File: src/rtl/cpu_pkg.sv
package cpu_pkg;

    // ------------------------------
    // Data widths
    // ------------------------------
    typedef logic [15:0] word_t;
    typedef logic [3:0]  reg_idx_t;
    typedef logic [3:0]  opcode_t;
    typedef logic [4:0]  flags_t;
    typedef logic [3:0]  cond_t;

    // ------------------------------
    // Opcodes, top nibble of the instruction
    // ------------------------------
    localparam opcode_t OP_ADD   = 4'd0;
    localparam opcode_t OP_ADDI  = 4'd1;
    localparam opcode_t OP_SUB   = 4'd2;
    localparam opcode_t OP_CMP   = 4'd3;
    localparam opcode_t OP_AND   = 4'd4;
    localparam opcode_t OP_OR    = 4'd5;
    localparam opcode_t OP_XOR   = 4'd6;
    localparam opcode_t OP_MOV   = 4'd7;
    localparam opcode_t OP_MOVI  = 4'd8;
    localparam opcode_t OP_LSH   = 4'd9;
    localparam opcode_t OP_LOAD  = 4'd10;
    localparam opcode_t OP_STOR  = 4'd11;
    localparam opcode_t OP_BCOND = 4'd12;
    localparam opcode_t OP_JUMP  = 4'd13;
    localparam opcode_t OP_HALT  = 4'd15;

    // Bit positions in the flag word
    localparam int FLAG_Z = 0;
    localparam int FLAG_N = 1;
    localparam int FLAG_L = 2;
    localparam int FLAG_C = 3;
    localparam int FLAG_F = 4;

    // Branch conditions, other codes never branch
    localparam cond_t COND_EQ = 4'd0;
    localparam cond_t COND_NE = 4'd1;
    localparam cond_t COND_LT = 4'd2;
    localparam cond_t COND_LO = 4'd3;
    localparam cond_t COND_AL = 4'd4;

    typedef enum logic [2:0] {
        IDLE,
        FETCH,
        DECODE,
        EXECUTE,
        MEMORY,
        HALTED
    } cpu_state_t;

endpackage

File: src/rtl/writeback_regfile.sv
`timescale 1ns/1ns

module writeback_regfile import cpu_pkg::*; (
    input  logic     clk,
    input  logic     reset,
    input  logic     we,
    input  logic     wb_sel,
    input  reg_idx_t waddr,
    input  word_t    alu_result,
    input  word_t    mem_data,
    input  reg_idx_t raddr_a,
    input  reg_idx_t raddr_b,
    output word_t    rdata_a,
    output word_t    rdata_b
);

    word_t regs [16];
    word_t wdata;

    // Memory data for LOAD, ALU result otherwise
    assign wdata = wb_sel ? mem_data : alu_result;

    always_ff @(posedge clk or negedge reset) begin
        if (!reset) begin
            for (int i = 0; i < 16; i++) begin
                regs[i] <= '0;
            end
        end else if (we) begin
            regs[waddr] <= wdata;
        end
    end

    // Port A is rdest, port B is rsrc
    assign rdata_a = regs[raddr_a];
    assign rdata_b = regs[raddr_b];

endmodule

File: config.mk
export PLATFORM = sky130hd
export DESIGN_NAME = writeback_regfile
export DESIGN_NICKNAME = d
export VERILOG_FILES = /design/src/rtl/cpu_pkg.sv /design/src/rtl/writeback_regfile.sv
export SDC_FILE = /design/constraint.sdc
export NUM_CORES = 1
export LEC_CHECK = 0
export ABC_AREA = 0
export BUFFER_PORTS_ARGS = -buffer_cell sky130_fd_sc_hd__buf_2
export CAP_MARGIN = 40
export CORE_MARGIN = 3
export CORE_UTILIZATION = 25
export CTS_CLUSTER_SIZE = 24
export DETAILED_ROUTE_END_ITERATION = 8
export GPL_TIMING_DRIVEN = 0
export PLACE_DENSITY = 0.46
export SYNTH_ARGS = -nofsm -noshare
export SYNTH_HDL_FRONTEND = slang
export SYNTH_SLANG_ARGS = --single-unit
File: constraint.sdc
create_clock -name clk -period 2.1 [get_ports clk]
set_input_delay 0.42 -clock clk [delete_from_list [all_inputs] [get_ports clk]]
set_output_delay 0.42 -clock clk [all_outputs]
set_load 0.02 [all_outputs]
======== Yosys cells after proc, flatten, opt, wreduce, memory -nomap -nowiden ========
Index checks and enable logic that the tools add are counted.
operators by class
  reductions and logical operators ........ 1
  eq/ne operators ......................... 0
  bitwise logic cells ..................... 3
  $mul .................................... 0
  magnitude comparators ................... 4
  mux-type cells .......................... 10
  shift operators ......................... 0
  div/mod/pow operators ................... 0
  $add $sub $neg .......................... 0
operators with widths
  operator            count
  $bwmux 256          1
  $bmux 16 s4         2
  $mux 16             6
  $demux 16 s4        1
  $ge 5x5->1 const B  3
  $not 4->5           3
  $lt 5x1->1 const B  1
  $logic_and 1x1->1   1
word-level totals
  bits in latches ......................... 0
  RAM bits ................................ 0
  memories ................................ 0
  logic and storage cells ................. 34
  output and inout port bits .............. 32
  input port bits ......................... 48
  register bits after elaboration ......... 256
  bits in read-only memories .............. 0

======== Logic depth before layout (Yosys ltp) ========
Gate-level depths: netlist (run 1).
  depth in word-level cells ............... 6
  gate-level depth with buffers ........... 6
  mapped depth without buffers ............ 3

======== Worst setup path after synthesis (run 1) ========
OpenSTA, ideal clock, no wires.
  kind .................................... input port to output port
  start ................................... input raddr_a[0]
  end ..................................... output rdata_a[10]
  buffers on the path ..................... 2
  arrival ................................. 1.794 ns
  cell stages on the path ................. 5
  setup slack ............................. -0.114 ns
  data required time ...................... 1.680 ns
  cells stage by stage .................... buf_2 -> buf_2 -> mux4_2 -> a22oi_1 -> nand2_1
on the way
  word-level cells in the longest chain between the ends .. 4
RTL lines
  element                                      RTL line                 RTL
  start, declared                              writeback_regfile.sv:11  input reg_idx_t raddr_a,
  $not 4->5 (not written as such)              writeback_regfile.sv:34  assign rdata_a = regs[raddr_a];
  $bmux 16 s4                                  writeback_regfile.sv:34
  $mux 16 (not written as such) (2 in series)  writeback_regfile.sv:34
  end, declared                                writeback_regfile.sv:13  output word_t rdata_a,
Every way passes these cells. The select of a mux whose other input is x is not followed.

======== Final worst setup path (run 1) ========
  start ................................... register regs[197] in the netlist's numbering
  end ..................................... output rdata_b[5]
on the way
  word-level cells in the longest chain between the ends .. 3
RTL lines
  element                                      RTL line                 RTL
  start, declared                              writeback_regfile.sv:17  word_t regs [16];
  start signal, assigned by index              writeback_regfile.sv:29  regs[waddr] <= wdata;
  $bmux 16 s4                                  writeback_regfile.sv:35  assign rdata_b = regs[raddr_b];
  $mux 16 (not written as such) (2 in series)  writeback_regfile.sv:35
  end, declared                                writeback_regfile.sv:14  output word_t rdata_b
Every way passes these cells. The select of a mux whose other input is x is not followed.

==> results of run 1 <==
[through the flow]
stage / setup TNS [ns] / hold WS [ns]
after floorplan: 0 / 0.124
after global placement: -1173.66 / 0.502
after detailed placement: -50.48 / 0.345
after CTS: -10.42 / 0.276
after global routing: -11.30 / 0.315
final: -9.10 / 0.315
[layout by cell type, fill, tap and decap left out, types with 2 or more instances in the layout]
cell / instances
mux2_2: 259
dfrtp_1: 256
mux4_2: 128
buf_2: 53
a22oi_2: 52
buf_6: 48
clkbuf_16: 30
nand2_2: 28
buf_4: 21
clkbuf_1: 19
clkbuf_8: 13
mux2_4: 13
a22oi_1: 12
buf_8: 9
clkbuf_2: 7
clkbuf_4: 7
bufinv_16: 7
nor2_2: 6
nand2_1: 6
nor3_2: 6
clkinv_2: 6
nor2b_1: 4
and2_1: 2
nand2b_4: 2
or3_1: 2
nand3b_1: 2
nand3_1: 2
nor2_1: 2
clkinvlp_4: 2
buf_16: 2
[metal layers]
metal,share of wire (%),vias to the layer above,global-route usage [%]
met5,0,-,0
met4,2.0,0,3.90
met3,4.2,52,2.12
met2,49,153,24.9
met1,44,4586,20.2
li1,-,3635,-
[cells by family (layout without fill, tap and decap cells)]
| kind of cell | after synthesis | in the layout | share of synthesized area, % |
|---|---|---|---|
| AOI/OAI and AO/OA | 64 | 64 | 3.51 |
| and+or+nand+nor | 65 | 65 | 2.70 |
| muxes | 400 | 400 | 43.8 |
| buffers and inverters | 82 | 227 | 3.10 |
| DFF | 256 | 256 | 46.8 |
[area by class of cell]
class,count,area [sq um]
timing repair buffer,90,759
tap,696,871
clock inverter,17,280
multi-input combinational,529,7180
sequential,256,6410
clock buffer,39,875
fill,5231,36900
buffer,81,618
[power by group through the flow]
| stage | logic, mW | clock network, mW | registers, mW |
|---|---|---|---|
| floorplan | 3.10 | 0 | 6.82 |
| global placement | 4.08 | 0 | 7.05 |
| detailed placement | 4.18 | 0 | 7.12 |
| CTS | 4.67 | 6.21 | 7.04 |
| global route | 5.04 | 6.39 | 7.23 |
| finish | 4.72 | 6.05 | 7.06 |
[worst paths after layout]
check	startpoint	endpoint	slack, ns
worst max-delay path	regs[197]	rdata_b[5]	-0.42
max in group asynchronous	reset	regs[15]	0.83
worst min register to register	regs[88]	regs[88]	0.52
min in group asynchronous	reset	regs[177]	0.37
worst max register to register	regs[196]	regs[196]	1.09
worst min-delay path	alu_result[5]	regs[53]	0.31
[worst max-delay path, cell delays in order, from the launching register on]
cell     delay [ns]
dfrtp_1        0.40
mux4_2         0.49
a22oi_2        0.32
nand2_2        0.14
buf_6          0.16
[repair_timing]
action / 4_1_cts / 5_1_grt
setup endpoints to repair: 32 / 32
hold buffers: 1 / 0
resized for setup: 162 / 22
pin swaps: 62 / 18
endpoints found under the hold margin: 40 / 0
setup buffers: 7 / 5
==> run metrics, run 1 <==
final worst-path cycle share=120%; top-area cell type share of the netlist area=46.8%; first-pass GRT wire length=63.3 mm; max reg flops=256; port buffer count=72; dpl hpwl=29.6 mm; CP Capture Type=output port; clock root buffer=clkbuf_16; IO Pins=80; combinational fraction of design power=26.5%; antenna violations before repair=0; kind of critical path=register to output port; Layout Cell Area excl Fill=0.0170 sq mm; drt pass-1 iters=4; Seq pwr share=39.6%; Placed Cells=1640; largest net degree at the start of global routing=113; vias in the first global route=9038; Routed Antenna Nets=0; TritonCTS clock tree=yes; Synth cell types=24; Finished Core Util=31.5%; total number of yosys warnings=0; Reg with most FFs=regs; core area=0.0539 sq mm; most frequent cell after synthesis=mux2_2; Syn Std Cell Area=0.0137 sq mm; Pwr Total=17.8 mW; Post-Route WL=42.1 mm; outcome=finished, violations left; Tmin final=2.52 ns; Ant. Diodes=0; placed instance area=0.0151 sq mm; ys async rst share=100%; Iteration-0 DRC Markers=427; full die area=0.0575 sq mm; CP Max Fanout=3; Finish-stage setup viols=32; Die H=240 um; Final WS setup=-0.425 ns; via/cell ratio=4.93; via count=8426; worst vdd ir=0.674 mV; slew margin rel.=43.7%; Setup Skew=0 ns; failing checks=negative setup slack; flops & latches, synth=256; Hold Path Class=input pin to register; fin cells=1708; max-cap check violation count=0; EDFF count, synth=0; Worst-Margin Slew=0.839 ns; Clk pwr share=33.9%; Max clock buf depth=3; Switching Share=28.4%; Worst-path clk slew=0.06 ns; total global routing overflow=0; Psw=5.07 mW; Post-Syn Instances=867; Int Pwr=12.8 mW; Commonest cells post-synth=259 x mux2_2, 256 x dfrtp_1, 128 x mux4_2; final hold vios=0; CP Data Required Time=1.68 ns; R2R cell count=3; mean area per synthesized cell=15.8 sq um; Worst-Skew Late Latency=0.56 ns; biggest regs=regs (256); Die X=240 um; Final Wtd Congestion=0.776; Area Overhead vs Synth=24.2%; leakage=6.90 nW; cell taking the most area after synthesis=dfrtp_1; unrepaired setup endpoints after global routing=true; Area contributors post-synth=dfrtp_1 47%, mux2_2 21%, mux4_2 21%; Row Count=85; post-DR wirelength/cell=24.7 um; fin. max-slew vios=0; Worst EP arrival=2.10 ns; H-tree depth=1; DRC viols=0; startpoint class of the critical path=register; highest clock rate=0.396 GHz; clock buffer count from CTS=30; share of layout cells above drive strength 1=69.5%; post-synthesis sequential area ratio=46.8%; syn nets=915; Power Density=1050 mW/mm^2; GR Util All Layers=14.8%; Final #Nets=1036; starting density of the core=25.4%; Clock Sink Count=256; Hold Path Cell Cnt=3; Setup WS pre-CTS=-1.08 ns; Top FF cell, synth=dfrtp_1
No activity file was read; power rests on OpenSTA's default activity.
==> run 2: changes to the inputs <==
CORE_UTILIZATION = 56   (was 25)
PLACE_DENSITY = 0.82   (was 0.46)
==> run metrics, run 2 (synthesis results as in run 1) <==
outcome=finished, violations left; failing checks=negative setup slack; Reg with most FFs=regs; Die X=162 um; crit-path cells=mux4_2, a22oi_2, nand2_2, buf_6; clock buffer count from CTS=28; Final #Nets=1023; full die area=0.0263 sq mm; worst vdd ir=0.762 mV; kind of critical path=register to output port; vias in the first global route=9299; Finish-stage setup viols=32; first-pass GRT wire length=55.2 mm; Post-Route Setup TNS=-7.53 ns; H-tree depth=1; Worst-path clk slew=0.07 ns; Setup Skew=0 ns; Max clock buf depth=3; TritonCTS clock tree=yes; total global routing overflow=0; most used routing layer=met2; final hold vios=0; CP Data Required Time=1.68 ns; Area Overhead vs Synth=18.3%; Post-Route WL=35.5 mm; fin. max-slew vios=0; Hold Path Cell Cnt=3; Row Count=56; slew margin rel.=45.5%; GR Util met3=5.38%; Worst-Skew Late Latency=0.54 ns; post-DR wirelength/cell=27.0 um; Fillers=1531; placed instance area=0.0146 sq mm; Routed Antenna Nets=0; Final Wtd Congestion=0.886; Final WS setup=-0.306 ns; Die H=162 um; Tmin final=2.41 ns; antenna violations before repair=0; clock root buffer=clkbuf_16; biggest regs=regs (256); commonest cells after routing, fill and taps aside=259 x mux2_2, 256 x dfrtp_1, 128 x mux4_2; port buffer count=72; drt pass-1 iters=5; dpl hpwl=23.9 mm; CP Capture Type=output port; Power Density=1030 mW/mm^2; Setup WS pre-CTS=-0.767 ns; Pwr Total=16.7 mW; Ant. Diodes=0; Slowest cell on crit path=mux4_2; share of layout cells above drive strength 1=67.3%; CP peak stage delay=0.50 ns; max reg flops=256; met1 Use GR=38.8%; core area=0.0238 sq mm; leakage=6.75 nW; startpoint class of the critical path=register; DRC viols=0; Finished Core Util=68.1%; Layout Cell Area excl Fill=0.0162 sq mm; highest clock rate=0.416 GHz; via count=8792; starting density of the core=57.6%; most common cell after layout, fill and taps aside=mux2_2; met2 usage=43.2%; Clock Sink Count=256; unrepaired setup endpoints after global routing=true; max-cap check violation count=0; largest net degree at the start of global routing=95; GR Util All Layers=27.4%; Worst-Margin Slew=0.813 ns; Iteration-0 DRC Markers=845; IO Pins=80; CP Max Fanout=3; R2R cell count=2; Worst EP arrival=1.99 ns; final worst-path cycle share=115%; via/cell ratio=6.68; Hold Path Class=input pin to register
[run 2: cell count changes in the layout (fill, tap and decap cells not counted), sizes merged]
cell | previous run | this run
buf | 133 | 122
clkinvlp | 2 | 1
bufinv | 7 | 2
clkbuf | 76 | 78
[run 2: final timing paths]
| path | start | to | slack (ns) |
|---|---|---|---|
| max in group asynchronous | reset | regs[33] | 0.70 |
| worst max register to register | regs[221] | regs[221] | 1.17 |
| worst min-delay path | waddr[3] | regs[208] | 0.34 |
| min in group asynchronous | reset | regs[252] | 0.47 |
| worst max-delay path | regs[196] | rdata_a[4] | -0.31 |
| worst min register to register | regs[214] | regs[214] | 0.52 |
[run 2: what timing repair did]
action	CTS	global route
setup endpoints to repair	32	32
pin swaps	64	5
hold endpoints to repair	88	0
resized for setup	153	14
hold buffers	1	0
cloned	0	0
setup buffers	4	0
[run 2: per-stage QoR]
stage               hold slack [ns]  cells
floorplan                     0.124    867
global placement              0.502   1258
detailed placement            0.488   1260
CTS                           0.327   1316
global route                  0.348   1316
finish                        0.340   1316
[run 2: worst max-delay path: cells and delay by family (launching register included)]
family | cells | cell delay, ns
muxes | 1 | 0.50
DFF | 1 | 0.40
AOI/OAI and AO/OA | 1 | 0.28
buffers and inverters | 1 | 0.15
and+or+nand+nor | 1 | 0.11
[run 2: power by group]
| group | leakage (nW) | internal (mW) | total [mW] | switching [mW] |
|---|---|---|---|---|
| logic | 3.14 | 2.70 | 4.55 | 1.85 |
| clock network | 0.474 | 3.02 | 5.07 | 2.05 |
| registers | 3.14 | 6.19 | 7.11 | 0.921 |
| total | 6.75 | 11.9 | 16.7 | 4.82 |
[run 2: layer usage]
layer	vias to the layer above	share of wire, %	routed length [um]
li1	3605	-	-
met4	0	3.5	1260
met5	-	0	0
met1	4675	41	14400
met3	97	7.4	2620
met2	415	48	17200
[run 2: layout make-up]
class,instances,area (sq um),share of cell area [%]
Multi-Input combinational cell,529,7140,44.1
Buffer,81,637,3.94
Clock buffer,41,841,5.20
Sequential cell,256,6410,39.6
Timing Repair Buffer,79,631,3.90
Tap cell,319,399,2.47
Clock inverter,11,123,0.758
