**config.mk**
```make
export PLATFORM = sky130hd
export DESIGN_NAME = program_counter
export DESIGN_NICKNAME = d
export VERILOG_FILES = /design/src/rtl/cpu_pkg.sv /design/src/rtl/program_counter.sv
export SDC_FILE = /design/constraint.sdc
export NUM_CORES = 1
export LEC_CHECK = 0
export BUFFER_PORTS_ARGS = -buffer_cell sky130_fd_sc_hd__buf_4
export CORE_ASPECT_RATIO = 1.2
export CORE_MARGIN = 2
export CORE_UTILIZATION = 43
export CTS_BUF_LIST = sky130_fd_sc_hd__clkbuf_2 sky130_fd_sc_hd__clkbuf_4 sky130_fd_sc_hd__clkbuf_8
export DETAILED_ROUTE_END_ITERATION = 10
export PLACE_DENSITY_LB_ADDON = 0.1
export SKIP_CTS_REPAIR_TIMING = 1
export SYNTH_ARGS = -nofsm -noshare
export SYNTH_HDL_FRONTEND = slang
export SYNTH_SLANG_ARGS = --single-unit
```
**constraint.sdc**
```tcl
create_clock -name clk -period 2.15 [get_ports clk]
set_input_delay 0 -clock clk [delete_from_list [all_inputs] [get_ports clk]]
set_output_delay 0 -clock clk [all_outputs]
set_load 0.01 [all_outputs]
```
**src/rtl/cpu_pkg.sv**
```systemverilog
package cpu_pkg;

    // ------------------------------
    // Data widths
    // ------------------------------
    typedef logic [15:0] word_t;
    typedef logic [3:0]  reg_idx_t;
    typedef logic [3:0]  opcode_t;
    typedef logic [4:0]  flags_t;
    typedef logic [3:0]  cond_t;

    // ------------------------------
    // Opcodes, top nibble of the instruction
    // ------------------------------
    localparam opcode_t OP_ADD   = 4'd0;
    localparam opcode_t OP_ADDI  = 4'd1;
    localparam opcode_t OP_SUB   = 4'd2;
    localparam opcode_t OP_CMP   = 4'd3;
    localparam opcode_t OP_AND   = 4'd4;
    localparam opcode_t OP_OR    = 4'd5;
    localparam opcode_t OP_XOR   = 4'd6;
    localparam opcode_t OP_MOV   = 4'd7;
    localparam opcode_t OP_MOVI  = 4'd8;
    localparam opcode_t OP_LSH   = 4'd9;
    localparam opcode_t OP_LOAD  = 4'd10;
    localparam opcode_t OP_STOR  = 4'd11;
    localparam opcode_t OP_BCOND = 4'd12;
    localparam opcode_t OP_JUMP  = 4'd13;
    localparam opcode_t OP_HALT  = 4'd15;

    // Bit positions in the flag word
    localparam int FLAG_Z = 0;
    localparam int FLAG_N = 1;
    localparam int FLAG_L = 2;
    localparam int FLAG_C = 3;
    localparam int FLAG_F = 4;

    // Branch conditions, other codes never branch
    localparam cond_t COND_EQ = 4'd0;
    localparam cond_t COND_NE = 4'd1;
    localparam cond_t COND_LT = 4'd2;
    localparam cond_t COND_LO = 4'd3;
    localparam cond_t COND_AL = 4'd4;

    typedef enum logic [2:0] {
        IDLE,
        FETCH,
        DECODE,
        EXECUTE,
        MEMORY,
        HALTED
    } cpu_state_t;

endpackage

```
**src/rtl/program_counter.sv**
```systemverilog
`timescale 1ns/1ns

module program_counter import cpu_pkg::*; #(
    parameter int ADDR_WIDTH = 8
) (
    input  logic  clk,
    input  logic  reset,
    input  logic  en,
    input  logic  pc_mux,
    input  logic  pc_load,
    input  word_t disp,
    input  word_t tgt_addr,
    output word_t pc
);

    // Keeps the pc inside the RAM
    localparam word_t ADDR_MASK = word_t'((1 << ADDR_WIDTH) - 1);

    word_t pc_next;

    // Register target wins over displacement
    always_comb begin
        if (pc_load) begin
            pc_next = tgt_addr;
        end else if (pc_mux) begin
            pc_next = pc + disp;
        end else begin
            pc_next = pc + 16'd1;
        end
    end

    always_ff @(posedge clk or negedge reset) begin
        if (!reset) begin
            pc <= '0;
        end else if (en) begin
            pc <= pc_next & ADDR_MASK;
        end
    end

endmodule

```
* Yosys cells after proc, flatten, opt, wreduce, memory -nomap -nowiden
Cells that the tools add are included.
** Cells by class
- Add/sub/neg operators :: 2
- Mux-type cells :: 2
** Operator list (number)
- 8-bit 2-to-1 mux :: 2
- 8-bit by 1-bit adder with 8-bit output (second input constant) :: 1
- 8-bit adder :: 1
** Word-level totals
- Register bits after elaboration :: 8
- Input port bits :: 37
- Output and inout port bits :: 16
- Word-level logic and storage cells :: 5

* Longest topological paths before layout
Gate-level depths: netlist of the first run.
- Depth in word-level cells :: 3
- Depth in mapped cells :: 10
- Gate-level depth less buffers :: 9

* Least setup slack after synthesis of the first run
OpenSTA, ideal clock, no wires.
- Kind :: flip-flop to flip-flop
- From :: reg pc[0]
- To :: reg pc[6]
- Library setup time :: 0.069 ns
- Arrival time :: 1.922 ns
- Required time :: 2.081 ns
- Path slack :: 0.159 ns
- Cell stages (with the launch flop) :: 9
- Buffers on the path :: 0
- Period minus slack after synthesis :: 1.991 ns
- Cells stage by stage :: dfrtp_1 > ha_1 > inv_1 > fa_1 > nor2b_4 > o31a_1 > o21a_1 > or4b_1 > nand3_1
** Between the ends
- Longest elaborated chain between the ends :: 3
- Elaborated cells on any way between the ends :: 4
- Classes of those cells :: add/sub: 2; mux: 2
** Ends and longest elaborated chain
- from (decl) :: line program_counter.sv:13 : output word_t pc
- from (signal assigned) :: line program_counter.sv:36 : pc <= pc_next & ADDR_MASK;
- 8-bit by 1-bit adder with 8-bit output / 8-bit adder (equally long branches) :: line program_counter.sv:28, program_counter.sv:26
- 8-bit 2-to-1 mux * :: line program_counter.sv:25 : end else if (pc_mux) begin
- 8-bit 2-to-1 mux * :: line program_counter.sv:23 : if (pc_load) begin
Mark *: on every way between the ends. The rest lies on a longest branch, timed or not.
A chain may end at the register's enable or synchronous reset.

* Worst setup path after layout of the first run
Same ends and word-level chain as after synthesis.

==> results of run 1 <==
## cell usage after synthesis (3+ instances only)
cell	number
ha_1	7
nor3_1	4
o21ai_0	4
nor2_1	9
nand2b_1	3
dfrtp_1	8
clkbuf_1	4
inv_1	3
and2_1	5
nor2b_1	3
nand2_1	6
buf_4	8
nand3_1	7
a21oi_1	13
## final cells by class
type,count,area [um2],share of cell area
flip-flops and latches,8,200,0.192
inverters,3,11.3,0.0108
well taps,19,23.8,0.0228
repair buffers,32,245,0.236
clock buffers,3,22.5,0.0216
multi-input cells,86,538,0.517
## cells by family (layout without fill, tap and decap cells)
logic type                 count (synthesis)  count (layout)  synth area share
muxes                                      1               1            0.0126
other                                      1               8           0.00471
adders and majority gates                  8               8             0.135
DFF                                        8               8             0.252
buffers and inverters                     15              38             0.108
AOI/OAI and AO/OA                         27              27             0.201
and+or+nand+nor                           41              41             0.275
xor gates and xnor gates                   1               1            0.0110
## metrics by stage
step                      hold slack [ns]  instances   util
final                             -0.0119        151  0.583
after global routing              0.00272        151  0.583
after CTS                          -0.453        147  0.562
after detailed placement           -0.166        144  0.549
after global placement             -0.169        144  0.549
after floorplan                    -0.296        109      -
## power by group through the flow
stage | clock (mW) | sequential, mW | combinational (mW)
after floorplan | 0 | 0.221 | 0.204
after global placement | 0 | 0.209 | 0.315
after detailed placement | 0 | 0.210 | 0.319
after CTS | 0.130 | 0.208 | 0.321
after global routing | 0.141 | 0.213 | 0.372
final | 0.126 | 0.208 | 0.330
## per-layer routing
| metal | wire length [um] | part of all wire | vias to the layer above | track usage |
|---|---|---|---|---|
| met5 | 0 | 0 | - | 0 |
| met4 | 23 | 0.012 | 0 | 0.0606 |
| met3 | 118 | 0.063 | 4 | 0.0318 |
| met2 | 943 | 0.51 | 30 | 0.321 |
| met1 | 782 | 0.42 | 339 | 0.224 |
| li1 | - | - | 403 | - |
## worst reg2reg max path: cells and delay by family, from the launching register on
family / cells / cell delay [ns]
adders and majority gates: 2 / 0.44
buffers and inverters: 1 / 0.07
and+or+nand+nor: 3 / 0.66
AOI/OAI and AO/OA: 2 / 0.44
DFF: 1 / 0.40
## how the worst max path moves through the flow
stage               startpoint    end
global placement         pc[0]  pc[6]
finish                   pc[0]  pc[6]
floorplan                pc[0]  pc[6]
detailed placement       pc[0]  pc[6]
global route             pc[0]  pc[6]
CTS                      pc[0]  pc[6]
## cells in the final DEF (no fill, tap or decap), drive strengths merged
master	instances
a211oi	2
a21o	2
a21oi	13
a2bb2oi	1
a31oi	2
and2	5
and2b	1
buf	30
clkbuf	3
conb	8
dfrtp	8
dlygate4sd3	2
fa	1
ha	7
inv	3
mux2i	1
nand2	6
nand2b	3
nand3	7
nand4	1
nor2	9
nor2b	4
nor3	4
o21a	2
o21ai	4
o31a	1
or4b	1
xnor2	1
==> reports/results.ini, run 1 <==
[timing]
setup_tns_ns=0
period_share=0.961
clock_skew_ns=0.00267
max_freq_ghz=0.484
setup_viol=0
worst_slack_ns=0.0839
maxSlewViolCount=0
grt_setup_unrepaired=no
whs_ns=-0.0119
finalHoldViolCount=2
finalCriticalPeriod_ns=2.07

[power_and_ir_drop]
power.leakage_nw=0.511
share_comb_of_total_power=0.497
fin_total_pwr_mw=0.664
sw_frac_of_total=0.371
p_clk_frac=0.190
powerDensity_nw_per_um2=638
power_frac_seq=0.313
switching_power_mw=0.246
worst_ir_drop_vdd_uv=297
intPower_mw=0.418

[min_path]
hp-class=input port to flop
whs_path_depth=3
min-delay-start=tgt_addr[7]
min_to=pc[7]

[route]
drcViolationCount=0
first_pass_iters=4
antenna_left=0
routed_wl_um=1870
viasPerCell=5.14
dr_total_vias=776
drt-wirelength-per-cell_um=12.4
drt_iter0_markers=9

[critical_path]
r2r_start=pc[0]
crit_required_ns=2.35
worst_r2r_endpoint=pc[6]
crit_type=flop to flop
r2r_setup_slack_ns=0.08
critPathSlowestCell=or4b_1
crit_path_end_kind=flop
crit_buf_inv=1
cp_slowest_stage_delay_ns=0.51
r2r_cells=8
worst-path-max-fanout=3
cp.arrival_ns=2.26
cp-start-kind=flop
crit_cells=8
critical_path.top_delay_family=simple AND/OR/NAND/NOR gates
crit_chain=ha_1 -> inv_1 -> fa_2 -> nor2b_4 -> o31a_1 -> o21a_1 -> or4b_1 -> nand3_1

[final_layout]
final_area_um2=1040
drive_gt1_frac=0.273
nNetsFinal=179
fillCellCount=173
top_register=pc
antennaDiodeCount=0
syn2layout_area_growth_pct=30.8
largest_reg_flops=8
top_regs=pc (8)

[grt]
grt_pass1_wl_um=3080
grt_pass1_vias=706
overflow=0
grt_util_all_layers=0.183
grt_start_max_net_pins=20
antenna_found_initial=0

[cts]
clock_latency_ns=0.26
clk_pin_slew_ns=0.06
clock_sinks=8
cts_root_buffer=clkbuf_4
cts_max_level=1
cts_tree=built
cts_made_buffers=3
clock_path_buffers=2

[floorplan]
pin_count=53
rows=17
core_um2=1790
initial_core_util=0.445
die_y_um=51.1
die_x_um=43.3
die_area_um2=2210

[place]
dp_slack_ns=0.0963
port_buffers=28
placed_area_um2=981
dp_hpwl_um=1380
gp_congestion=0.757

[logic_synthesis]
synthFlopType=dfrtp_1
synth_edf_count=0
ys_seq_area_frac=0.252
synthArstFlopShare=1.00
synthCells=102
synthDistinctLibCells=28
synth.largest_area_cell=dfrtp_1
synth.avg_cell_area_um2=7.80
yosysTopAreaCellShare=0.252
yosys_register_bits=8
yosysWarnings=0
netlist_area_um2=796
synthTopCellsByArea=dfrtp_1 25%, ha_1 11%, a21oi_1 8.2%

[status]
violations=negative hold slack
status=finished with violations

[run]
maxCapViolCount=0

No activity file was read; power rests on OpenSTA's default activity.
==> inputs of run 2 (changes only) <==
--- a/config.mk
+++ b/config.mk
@@ -6,6 +6,7 @@
 export NUM_CORES = 1
 export LEC_CHECK = 0
 export BUFFER_PORTS_ARGS = -buffer_cell sky130_fd_sc_hd__buf_4
+export CAP_MARGIN = 20
 export CORE_ASPECT_RATIO = 1.2
 export CORE_MARGIN = 2
 export CORE_UTILIZATION = 43
@@ -13,6 +14,7 @@
 export DETAILED_ROUTE_END_ITERATION = 10
 export PLACE_DENSITY_LB_ADDON = 0.1
 export SKIP_CTS_REPAIR_TIMING = 1
+export SLEW_MARGIN = 20
 export SYNTH_ARGS = -nofsm -noshare
 export SYNTH_HDL_FRONTEND = slang
 export SYNTH_SLANG_ARGS = --single-unit
==> constraint.sdc (replaced) <==
create_clock -name clk -period 2.15 [get_ports clk]
set_input_delay 0.215 -clock clk [delete_from_list [all_inputs] [get_ports clk]]
set_output_delay 0.215 -clock clk [all_outputs]
set_load 0.01 [all_outputs]
==> run 2 against run 1 <==
The run now ends clean. Clock skew fell by 0.0019 ns. Critical path type unchanged. Global-route usage fell by 0.39 points. Utilization fell by 0.14 points. Critical path depth did not move. Final cell count did not move. Die area did not move. Highest routed layer unchanged. Sequential power barely moved.
==> reports/results.ini, run 2 (synthesis gave the netlist of run 1 again) <==
[status]
status=finished, final reports clean

[timing]
finalHoldViolCount=0
setup_tns_ns=0
whs_ns=0.192
finalCriticalPeriod_ns=2.05
clock_skew_ns=0.000754
worst_slack_ns=0.100
period_share=0.953
setup_viol=0
maxSlewViolCount=0
max_freq_ghz=0.488
grt_setup_unrepaired=no

[final_layout]
final_common_cell=buf_4
mostFrequentLayoutCells=31 x buf_4, 13 x a21oi_1, 9 x nor2_1
nNetsFinal=179
final_area_um2=1040
syn2layout_area_growth_pct=30.5
largest_reg_flops=8
drive_gt1_frac=0.288
top_regs=pc (8)
top_register=pc
antennaDiodeCount=0

[grt]
grt_start_max_net_pins=20
grt_util_met2=0.299
use_met3=0.0247
top_usage_layer=met2
overflow=0
antenna_found_initial=0
grt_pass1_wl_um=3030
grt_use_met1=0.229
grt_util_all_layers=0.180
grt_pass1_vias=723

[critical_path]
critical_path.top_delay_family=simple AND/OR/NAND/NOR gates
crit_required_ns=2.35
crit_chain=ha_1 -> inv_2 -> fa_2 -> nor2b_4 -> o31a_1 -> o21a_1 -> or4b_1 -> nand3_1
crit_path_end_kind=flop
cp-start-kind=flop
cp_slowest_stage_delay_ns=0.49
critPathSlowestCell=or4b_1
crit_type=flop to flop
crit_buf_inv=1
worst-path-max-fanout=3
cp.arrival_ns=2.25

[cts]
clock_latency_ns=0.26
cts_made_buffers=3
clock_sinks=8
cts_max_level=1
cts_root_buffer=clkbuf_4
clock_path_buffers=2
cts_tree=built
clk_pin_slew_ns=0.06

[run]
maxCapViolCount=0

[route]
drt_iter0_markers=4
antenna_left=0
drcViolationCount=0
routed_wl_um=1870
viasPerCell=5.10
dr_total_vias=770
first_pass_iters=2
drt-wirelength-per-cell_um=12.4

[floorplan]
die_y_um=51.1
pin_count=53
initial_core_util=0.445
die_area_um2=2210
core_um2=1790
rows=17
die_x_um=43.3

[place]
dp_hpwl_um=1370
dp_slack_ns=0.0690
placed_area_um2=988
gp_congestion=0.758
port_buffers=28

[power_and_ir_drop]
power.leakage_nw=0.511
powerDensity_nw_per_um2=645
worst_ir_drop_vdd_uv=308

[min_path]
hp-class=input port to flop

==> run 2: cell count changes in the layout (fill, tap and decap cells not counted), sizes merged <==
cell / previous run / this run
buf: 30 / 31
dlygate4sd3: 2 / 1
==> run 2: power by group <==
part / leakage (nW) / internal (mW) / switching [mW]
combinational: 0.404 / 0.175 / 0.159
clock: 0.0138 / 0.0648 / 0.0635
sequential: 0.0930 / 0.181 / 0.0265
total: 0.511 / 0.421 / 0.249
==> run 2: worst paths after layout <==
path	startpoint	endpoint	slack (ns)	depth (start not counted)
setup / recovery	pc[0]	pc[6]	0.10	8
hold / removal	tgt_addr[5]	pc[5]	0.19	3
setup reg to reg	pc[0]	pc[6]	0.10	8
hold reg to reg	pc[2]	pc[2]	0.56	2
max in group asynchronous	reset	pc[7]	1.71	2
min in group asynchronous	reset	pc[5]	0.31	2
==> run 2: worst min-delay path, cell delays in order <==
cell     delay, ns
buf_4         0.08
a31oi_1       0.07
o21ai_0       0.06
==> run 2: per-layer routing <==
| metal | up-vias | share of wire | wire length, um |
|---|---|---|---|
| met5 | - | 0 | 0 |
| met4 | 0 | 0.020 | 38 |
| met3 | 5 | 0.052 | 97 |
| met2 | 25 | 0.49 | 917 |
| met1 | 337 | 0.44 | 814 |
| li1 | 403 | - | - |
==> run 2: layout make-up <==
type | count | area (um2)
Multi-Input combinational cell | 86 | 538
Clock buffer | 3 | 22.5
Fill cell | 186 | 748
Sequential cell | 8 | 200
Inverter | 3 | 11.3
Timing Repair Buffer | 32 | 243
Tap cell | 19 | 23.8
==> run 2: through the flow <==
| step | total power, mW | utilization | instances |
|---|---|---|---|
| 6_report | 0.670 | 0.581 | 151 |
| 5_1_grt | 0.723 | 0.581 | 151 |
| 4_1_cts | 0.665 | 0.566 | 148 |
| 3_5_place_dp | 0.533 | 0.553 | 145 |
| 3_3_place_gp | 0.528 | 0.553 | 145 |
| 2_1_floorplan | 0.425 | - | 109 |
