**src/rtl/cpu_pkg.sv**
```systemverilog
package cpu_pkg;

    // ------------------------------
    // Data widths
    // ------------------------------
    typedef logic [15:0] word_t;
    typedef logic [3:0]  reg_idx_t;
    typedef logic [3:0]  opcode_t;
    typedef logic [4:0]  flags_t;
    typedef logic [3:0]  cond_t;

    // ------------------------------
    // Opcodes, top nibble of the instruction
    // ------------------------------
    localparam opcode_t OP_ADD   = 4'd0;
    localparam opcode_t OP_ADDI  = 4'd1;
    localparam opcode_t OP_SUB   = 4'd2;
    localparam opcode_t OP_CMP   = 4'd3;
    localparam opcode_t OP_AND   = 4'd4;
    localparam opcode_t OP_OR    = 4'd5;
    localparam opcode_t OP_XOR   = 4'd6;
    localparam opcode_t OP_MOV   = 4'd7;
    localparam opcode_t OP_MOVI  = 4'd8;
    localparam opcode_t OP_LSH   = 4'd9;
    localparam opcode_t OP_LOAD  = 4'd10;
    localparam opcode_t OP_STOR  = 4'd11;
    localparam opcode_t OP_BCOND = 4'd12;
    localparam opcode_t OP_JUMP  = 4'd13;
    localparam opcode_t OP_HALT  = 4'd15;

    // Bit positions in the flag word
    localparam int FLAG_Z = 0;
    localparam int FLAG_N = 1;
    localparam int FLAG_L = 2;
    localparam int FLAG_C = 3;
    localparam int FLAG_F = 4;

    // Branch conditions, other codes never branch
    localparam cond_t COND_EQ = 4'd0;
    localparam cond_t COND_NE = 4'd1;
    localparam cond_t COND_LT = 4'd2;
    localparam cond_t COND_LO = 4'd3;
    localparam cond_t COND_AL = 4'd4;

    typedef enum logic [2:0] {
        IDLE,
        FETCH,
        DECODE,
        EXECUTE,
        MEMORY,
        HALTED
    } cpu_state_t;

endpackage

```
**src/rtl/alu.sv**
```systemverilog
`timescale 1ns/1ns

module alu import cpu_pkg::*; (
    input  word_t   a,
    input  word_t   b,
    input  opcode_t op,
    input  logic    carry_in,
    output word_t   result,
    output flags_t  flags_next
);

    logic [16:0] sum;
    logic [16:0] diff;
    word_t       shift_mag;
    logic        cin;

    always_comb begin
        // Carry chains only through register ADD
        cin       = (op == OP_ADD) && carry_in;
        sum       = {1'b0, a} + {1'b0, b} + {16'd0, cin};
        diff      = {1'b0, a} - {1'b0, b};
        // Negative b shifts right by its magnitude
        shift_mag = b[15] ? (16'd0 - b) : b;

        flags_next = '0;
        case (op)
            OP_ADD, OP_ADDI: begin
                result             = sum[15:0];
                flags_next[FLAG_C] = sum[16];
                flags_next[FLAG_F] = (a[15] == b[15]) && (result[15] != a[15]);
            end
            OP_SUB, OP_CMP: begin
                result             = diff[15:0];
                flags_next[FLAG_C] = diff[16];
                flags_next[FLAG_F] = (a[15] != b[15]) && (result[15] != a[15]);
                flags_next[FLAG_N] = $signed(a) < $signed(b);
                flags_next[FLAG_L] = a < b;
            end
            OP_AND: result = a & b;
            OP_OR:  result = a | b;
            OP_XOR: result = a ^ b;
            OP_MOV, OP_MOVI: result = b;
            OP_LSH: begin
                if (b[15]) begin
                    result = a >> shift_mag[3:0];
                end else begin
                    result = a << shift_mag[3:0];
                end
            end
            default: result = '0;
        endcase

        flags_next[FLAG_Z] = (result == '0);
    end

endmodule

```
**config.mk**
```make
export PLATFORM = sky130hd
export DESIGN_NAME = alu
export DESIGN_NICKNAME = d
export VERILOG_FILES = /design/src/rtl/cpu_pkg.sv /design/src/rtl/alu.sv
export SDC_FILE = /design/constraint.sdc
export NUM_CORES = 1
export LEC_CHECK = 0
export ABC_AREA = 0
export BUFFER_PORTS_ARGS = -buffer_cell sky130_fd_sc_hd__buf_2
export CAP_MARGIN = 0
export CORE_MARGIN = 5
export CORE_UTILIZATION = 65
export DETAILED_ROUTE_END_ITERATION = 6
export PLACE_DENSITY = 0.84
export REMOVE_ABC_BUFFERS = 1
export SLEW_MARGIN = 20
export SYNTH_ARGS = -nofsm -noshare
export SYNTH_HDL_FRONTEND = slang
export SYNTH_SLANG_ARGS = --single-unit
```
**constraint.sdc**
```tcl
create_clock -name vclk -period 8.54
set_clock_uncertainty 0.05 [all_clocks]
set_input_delay 0.427 -clock vclk [all_inputs]
set_output_delay 0.427 -clock vclk [all_outputs]
set_load 0.01 [all_outputs]
```
* Word level (Yosys, flattened, before mapping)
Cells that the tools add are included.
** Word-level totals
- Register bits :: 0
- Bits in latches :: 0
- Memory bits (writable) :: 0
- Memory bits (read-only) :: 0
- Input port bits :: 37
- Output and inout port bits :: 21
- Logic and storage cells :: 37
- Memories :: 0
** Operators by class
- Add/sub/neg operators :: 4
- Multipliers :: 0
- Div/mod/pow operators :: 0
- $lt $le $gt $ge :: 2
- Equality and inequality tests :: 13
- Shift-type cells :: 2
- Mux-type cells :: 5
- Bitwise operators :: 3
- Reductions and logical operators :: 8
** Operators with widths (count)
- 16-bit case mux with 7 select lines :: 1
- 16-bit less-than comparator :: 2
- 16-bit by 16-bit adder with 17-bit output :: 1
- 17-bit by 1-bit adder with 17-bit output :: 1
- 16-bit by 16-bit subtractor with 17-bit output :: 1
- 16-bit AND :: 1
- 4-bit by 3-bit == test with 1-bit output (second input constant) :: 4
- 16-bit logical NOT :: 1
- 16-bit 2-to-1 mux :: 1
- 16-bit bitwise OR :: 1
- 16-bit by 4-bit << shifter with 16-bit output :: 1
- 16-bit by 4-bit right shift with 16-bit output :: 1
- 16-bit bitwise XOR :: 1
- 4-bit by 2-bit == test with 1-bit output (second input constant) :: 2
- 4-bit == test (second input constant) :: 2
- 2-bit OR reduction :: 3
- 4-bit by 1-bit == test with 1-bit output (second input constant) :: 1
- 4-bit logical NOT :: 1
- 4-bit 2-to-1 mux :: 1
- 2-bit case mux with 2 select lines :: 1
- 1-bit by 4-bit subtractor with 4-bit output (first input constant) :: 1
- 1-bit logical AND :: 3
- 1-bit != test :: 3
- 2-bit 2-to-1 mux :: 1
- 1-bit == test :: 1

* Longest topological paths before layout
Gate-level depths: netlist (run 1).
- Depth in word-level cells :: 6
- Mapped depth :: 17
- Depth with buffers taken out :: 15

* Worst setup path before layout (run 1)
Ideal clock, no wire load.
- Path kind :: input -> output
- From :: input op[0]
- To :: output flags_next[0]
- Data arrival time :: 4.515 ns
- Data required time :: 8.063 ns
- Path slack :: 3.548 ns
- Stages :: 15
- Path through :: buf_2 buf_1 clkbuf_1 nand3b_1 fa_1 inv_1 fa_1 a211oi_2 o21ai_0 a31oi_1 o2111ai_1 or4b_4 or4_1 or4_1 nor4_2
** Between the ends
- Word-level cells in the longest chain between the ends :: 5
- Elaborated cells between the ends (all ways) :: 17
** RTL lines
- start, declared :: RTL line alu.sv:6 : input opcode_t op,
- 4-bit logical NOT :: RTL line alu.sv:19, alu.sv:26
- 1-bit logical AND :: RTL line alu.sv:19 : cin = (op == OP_ADD) && carry_in;
- 17-bit by 1-bit adder with 17-bit output :: RTL line alu.sv:20 : sum = {1'b0, a} + {1'b0, b} + {16'd0, cin};
- 16-bit case mux with 7 select lines (*) :: RTL line alu.sv:26 : case (op)
- via result[8] :: RTL line alu.sv:8 : output word_t result,
- 16-bit logical NOT (*) :: RTL line alu.sv:53 : flags_next[FLAG_Z] = (result == '0);
- end, declared :: RTL line alu.sv:9 : output flags_t flags_next
Mark *: on every way through the listed nets, which the timed path passes. The rest lies on a longest branch.

* Worst setup path after layout (run 1)
- From :: input b[0]
- To :: output flags_next[0]
** Between the ends
- Word-level cells in the longest chain between the ends :: 6
- Elaborated cells between the ends (all ways) :: 13
** RTL lines
- start, declared :: RTL line alu.sv:5 : input word_t b,
- parallel branches: the longest is 4 deep, another holds 16-bit by 16-bit adder with 17-bit output
- 16-bit case mux with 7 select lines (*) :: RTL line alu.sv:26
- 16-bit logical NOT (*) :: RTL line alu.sv:53
Every way passes the cells marked *.

==> run_results.csv, run 1 <==
group,metric,value,unit
worst_setup_path,critPathBufInv,4,
clock_tree,post_cts_buffers,0,
timing,setup_viol,0,
clock_tree,cts_hold_buffers,0,
final_layout,regArea,0,um2
synth,synth_mux_area_frac,0.191,
hold_path,hp-class,"input port to output pin",
global_routing,antenna_found_initial,0,
synth,synth_compound_area_frac,0.302,
global_routing,grt_max_degree,44,
floorplanning,die_h,91.8,um
final_layout,n_sequential_cell,0,
floorplanning,io_pins,58,
worst_setup_path,worstPathCellList,"buf_2, inv_2, ha_1, mux2i_2, buf_4, mux4_2, a221oi_1, nand3_1, or4b_1, or4_1, nor4_2, buf_2",
timing,post-route-period-util,0.649,
final_layout,antenna_cells,0,
worst_setup_path,cp-end-kind,"output pin",
synth,yosysSeqAreaShare,0,
routing,first_pass_iters,6,
floorplanning,die_area,8420,um2
timing,tightest_slew,1.22,ns
final_layout,layout_commonest_cell,"nor2_1",
routing,vias,5283,
worst_setup_path,required,8.06,ns
synth,synth_xor_area_frac,0.0386,
clock_tree,cts_resized,0,
worst_setup_path,crit_type,"input port to output pin",
placed_design,globalplace.congestion,1.06,
routing,drtIter0Drc,778,
synth,synth_area_leader_cell,"ha_1",
worst_setup_path,slowest_stage,"buf_2",
flow_run,drv_cap,0,
worst_setup_path,startpoint_type,"input port",
final_layout,drive_above_1_share,0.184,
synth,yosys_warnings,0,
synth,synth.distinct_cells,77,
timing,hold_ws,1.27,ns
synth,synth-simple-area-share,0.217,
final_layout,final_util,0.714,
placed_design,dpl_cell_area,4580,um2
final_layout,design_area,4590,um2
synth,postSynthAreaPerCell,7.25,um2
worst_setup_path,cp_data_arrival_time,5.06,ns
power,design_power_total,0.342,mW
routing,drc_errors,0,
global_routing,gr-usage-all-layers,0.383,
placed_design,dp_hpwl,12700,um
worst_setup_path,path_common_cell,"buf_2",
synth,synth_cells,599,
timing,fin_setup_tns,0,ns
synth,synth_area_leaders,"ha_1 14%, mux4_2 11%, mux2i_1 5.5%, nor2_1 5.4%, inv_1 4.9%",
synth,synth_area,4340,um2
timing,max-slew-margin-rel,0.186,
worst_setup_path,path_delay_family,"simple AND/OR/NAND/NOR gates",
routing,routed_wl,16900,um
power,max-vdd-ir-drop,52.7,uV
synth,synthAdderAreaFrac,0.158,
final_layout,area_growth_syn_to_layout,5.62,%
global_routing,first_global_vias,4884,
worst_setup_path,crit_fanout,33,
floorplanning,initial_core_util,0.676,
routing,vias_per_cell,7.54,
floorplanning,rows,29,
run_status,outcome,"finished clean",
routing,ant_nets,0,
timing,final.min_clock_period,5.54,ns
timing,drv_slew,0,
power,power_leakage,2.04,nW
power,powerDensity,74.6,nW/um2
synth,synth_top_area_frac,0.144,
floorplanning,die_w,91.8,um
placed_design,numPortBuffers,58,
final_layout,final_cell_mix,"63 x nor2_1, 58 x buf_2, 57 x inv_1",
timing,grt_setup_unrepaired,"no",
global_routing,grt_pass1_wl,26300,um
final_layout,nets,716,
global_routing,grt_overflow,0,
synth,synth_top_family_by_area,"compound AO/OA/AOI/OAI gates",
worst_setup_path,slowest_delay,0.62,ns
timing,hold_violations,0,
routing,wire_per_inst,24.1,um
floorplanning,core_region_area,6420,um2
timing,max_freq,0.181,GHz
final_layout,n_clock_buffer,0,
-- metrics by stage --
stage	std cells	setup WS, ns
finish	701	3.00
global route	701	2.84
CTS	701	3.09
detailed placement	701	3.13
global placement	701	3.10
floorplan	563	3.60
-- routing by layer --
layer | part of all wire | wire length, um | track usage | up-vias
met5 | 0 | 0 | 0 | -
met2 | 0.43 | 7190 | 0.593 | 494
met1 | 0.37 | 6200 | 0.514 | 2405
met3 | 0.16 | 2730 | 0.101 | 77
met4 | 0.047 | 796 | 0.134 | 0
li1 | - | - | - | 2307
-- path summary, 6_finish.rpt --
| kind | from | end | slack (ns) | depth (start not counted) |
|---|---|---|---|---|
| hold / removal | b[9] | result[9] | 1.27 | 4 |
| setup / recovery | b[0] | flags_next[0] | 3.00 | 12 |
-- cells by family (layout without fill, tap and decap cells) --
family,after synthesis,after routing
buffers and inverters,95,120
multiplexers,55,55
AND/OR/NAND/NOR,190,190
XOR/XNOR,17,17
AO/OA/AOI/OAI,189,189
adder cells (fa/ha/maj),53,53
-- final cells by class --
class / instances / area [um2]
inverters: 59 / 221
fillers: 570 / 1830
multi-input cells: 504 / 3960
repair buffers: 61 / 313
well taps: 77 / 96.3
-- report_power, final --
| group | internal [mW] | total [mW] | leakage [nW] | switching (mW) |
|---|---|---|---|---|
| sequential | 0 | 0 | 0 | 0 |
| combinational | 0.132 | 0.342 | 2.04 | 0.211 |
| clock | 0 | 0 | 0 | 0 |
-- cells in the mapped netlist (6+ instances only) --
cell,number
nor2_1,63
o21ai_0,41
a22oi_1,6
a221oi_1,7
nand2b_1,7
o211ai_1,12
nand2_1,42
a211oi_1,11
nand3_1,15
a21oi_1,42
xnor2_1,16
inv_1,57
nor3_1,16
ha_1,50
mux2_2,9
buf_2,11
mux4_2,21
mux2i_1,24
clkbuf_1,16
(Power assumes the default switching activity.)
==> run 2: changes to the inputs <==
--- a/config.mk
+++ b/config.mk
@@ -5,13 +5,13 @@
 export SDC_FILE = /design/constraint.sdc
 export NUM_CORES = 1
 export LEC_CHECK = 0
-export ABC_AREA = 0
+export ABC_AREA = 1
 export BUFFER_PORTS_ARGS = -buffer_cell sky130_fd_sc_hd__buf_2
 export CAP_MARGIN = 0
 export CORE_MARGIN = 5
-export CORE_UTILIZATION = 65
+export CORE_UTILIZATION = 57
 export DETAILED_ROUTE_END_ITERATION = 6
-export PLACE_DENSITY = 0.84
+export PLACE_DENSITY = 0.78
 export REMOVE_ABC_BUFFERS = 1
 export SLEW_MARGIN = 20
 export SYNTH_ARGS = -nofsm -noshare
==> constraint.sdc (replaced) <==
create_clock -name vclk -period 4.8
set_clock_uncertainty 0.05 [all_clocks]
set_input_delay 0.24 -clock vclk [all_inputs]
set_output_delay 0.24 -clock vclk [all_outputs]
set_load 0.01 [all_outputs]
==> run 2 against run 1 <==
Net effect: total power is 70% higher; non-clock buffer count did not move; flip-flop and latch count stayed put; largest cell class unchanged.
==> run_results.csv, run 2 <==
group,metric,value,unit
synth,synth_cells,939,
routing,ant_nets,0,
timing,max_freq,0.280,GHz
synth,synth.distinct_cells,34,
final_layout,n_clock_buffer,0,
synth,postSynthAreaPerCell,4.90,um2
routing,wire_per_inst,15.0,um
timing,post-route-period-util,0.744,
placed_design,numPortBuffers,58,
placed_design,dp.cells,1063,
final_layout,final_cell_mix,"342 x nand2_1, 137 x inv_1, 135 x nand3_1",
worst_setup_path,crit_type,"input port to output pin",
global_routing,grt_pass1_wl,25700,um
floorplanning,die_h,99.9,um
final_layout,regArea,0,um2
synth,synth_top_area_frac,0.279,
routing,vias_per_cell,5.81,
run_status,outcome,"finished clean",
routing,drtIter0Drc,675,
synth,synth_area_leader_cell,"nand2_1",
worst_setup_path,critPathBufInv,4,
placed_design,globalplace.congestion,0.980,
routing,vias,6171,
worst_setup_path,crit_fanout,32,
worst_setup_path,slowest_stage,"nand2_2",
worst_setup_path,required,4.51,ns
floorplanning,io_pins,58,
timing,setup_viol,0,
floorplanning,rows,32,
power,max-vdd-ir-drop,52.8,uV
placed_design,dpl_cell_area,4770,um2
routing,routed_wl,15900,um
synth,ys_top_cells_by_count,"342 x nand2_1, 137 x inv_1, 135 x nand3_1",
power,design_power_total,0.583,mW
routing,first_pass_iters,5,
worst_setup_path,slowest_delay,0.46,ns
worst_setup_path,cp-end-kind,"output pin",
worst_setup_path,worstPathCellList,"buf_2, clkinv_1, buf_4, ha_1, nand2_1, nand2_2, nand2_1, nand2_1, nand2_1, nand3_1, nand3_1, nand2_1, nand3_1, nor2_2, nand2_1, nor2_1, nand2_1, nor2_1, buf_2",
global_routing,grt_max_degree,33,
power,power_leakage,2.98,nW
floorplanning,initial_core_util,0.590,
clock_tree,cts_hold_buffers,0,
worst_setup_path,cp_data_arrival_time,3.28,ns
timing,fin_setup_tns,0,ns
final_layout,design_area,4770,um2
floorplanning,die_w,99.9,um
timing,drv_slew,0,
synth,synth_area_leaders,"nand2_1 28%, nand3_1 15%, ha_1 14%, inv_1 11%, nor2_1 6.7%",
floorplanning,core_region_area,7810,um2
synth,synth.most_common_cell,"nand2_1",
synth,synth_area,4600,um2
timing,grt_setup_unrepaired,"no",
flow_run,drv_cap,0,
final_layout,area_growth_syn_to_layout,3.67,%
global_routing,gr-usage-all-layers,0.310,
final_layout,finalNonFillerCells,1063,
final_layout,drive_above_1_share,0.0832,
final_layout,nets,1053,
final_layout,antenna_cells,0,
timing,tightest_slew,0.730,ns
final_layout,n_sequential_cell,0,
power,powerDensity,122,nW/um2
synth,yosys_warnings,0,
synth,yosysSeqAreaShare,0,
timing,max-slew-margin-rel,0.512,
hold_path,hp-class,"input port to output pin",
final_layout,layout_commonest_cell,"nand2_1",
routing,drc_errors,0,
timing,final.min_clock_period,3.57,ns
clock_tree,cts_resized,0,
worst_setup_path,path_delay_family,"simple AND/OR/NAND/NOR gates",
floorplanning,die_area,9970,um2
global_routing,antenna_found_initial,0,
global_routing,first_global_vias,5392,
worst_setup_path,startpoint_type,"input port",
clock_tree,post_cts_buffers,0,
placed_design,dp_hpwl,12700,um
worst_setup_path,path_common_cell,"nand2_1",
global_routing,grt_overflow,0,
timing,hold_violations,0,
## run 2: cell count changes after synthesis, sizes merged, moves of 9 or more
cell    before  now
mux2        10    0
mux2i       24    0
nand2b       9    0
xnor2       17    0
o22ai        2   14
mux4        21    0
inv         59  142
o21ai       41   27
nand3       15  135
nor2        63   83
clkbuf      16    6
a211oi      13    4
nand2       42  353
buf         20   33
## run 2: cell families after synthesis
kind of cell               Yosys count  synth area share
buffers and inverters              182             0.176
adders and majority gates           53             0.149
xor gates and xnor gates             3           0.00571
AOI/OAI and AO/OA                  103             0.123
and+or+nand+nor                    598             0.546
## run 2: power breakdown
group,internal [mW],switching (mW)
clock network,0,0
registers,0,0
logic,0.180,0.402
total,0.180,0.402
## run 2: metal layers
layer | vias up | routed length (um) | GRT usage
li1 | 3020 | - | -
met1 | 2698 | 6460 | 0.421
met2 | 407 | 7020 | 0.501
met3 | 46 | 1910 | 0.0493
met4 | 0 | 533 | 0.0956
met5 | - | 0 | 0
## run 2: cell type report
cell class / count / area, um2
repair buffers: 61 / 313
fillers: 875 / 3040
multi-input cells: 757 / 3790
inverters: 143 / 539
well taps: 102 / 128
## run 2: worst min-delay path, stage by stage
cell	delay, ns
buf_2	0.11
a21oi_1	0.09
nand3_1	0.08
nor2_1	0.05
inv_1	0.04
buf_2	0.11
## run 2: worst paths after layout
check / from / to / slack, ns / depth (start not counted)
max: b[0] / flags_next[0] / 1.23 / 19
min: b[9] / result[9] / 0.92 / 6
## run 2: stage by stage
step                setup slack, ns   util  hold slack (ns)
finish                         1.23  0.611            0.918
global route                  0.907  0.611            0.960
CTS                            1.31  0.611            0.917
detailed placement             1.31  0.611            0.917
global placement               1.37  0.611            0.920
floorplan                      1.78      -            0.614
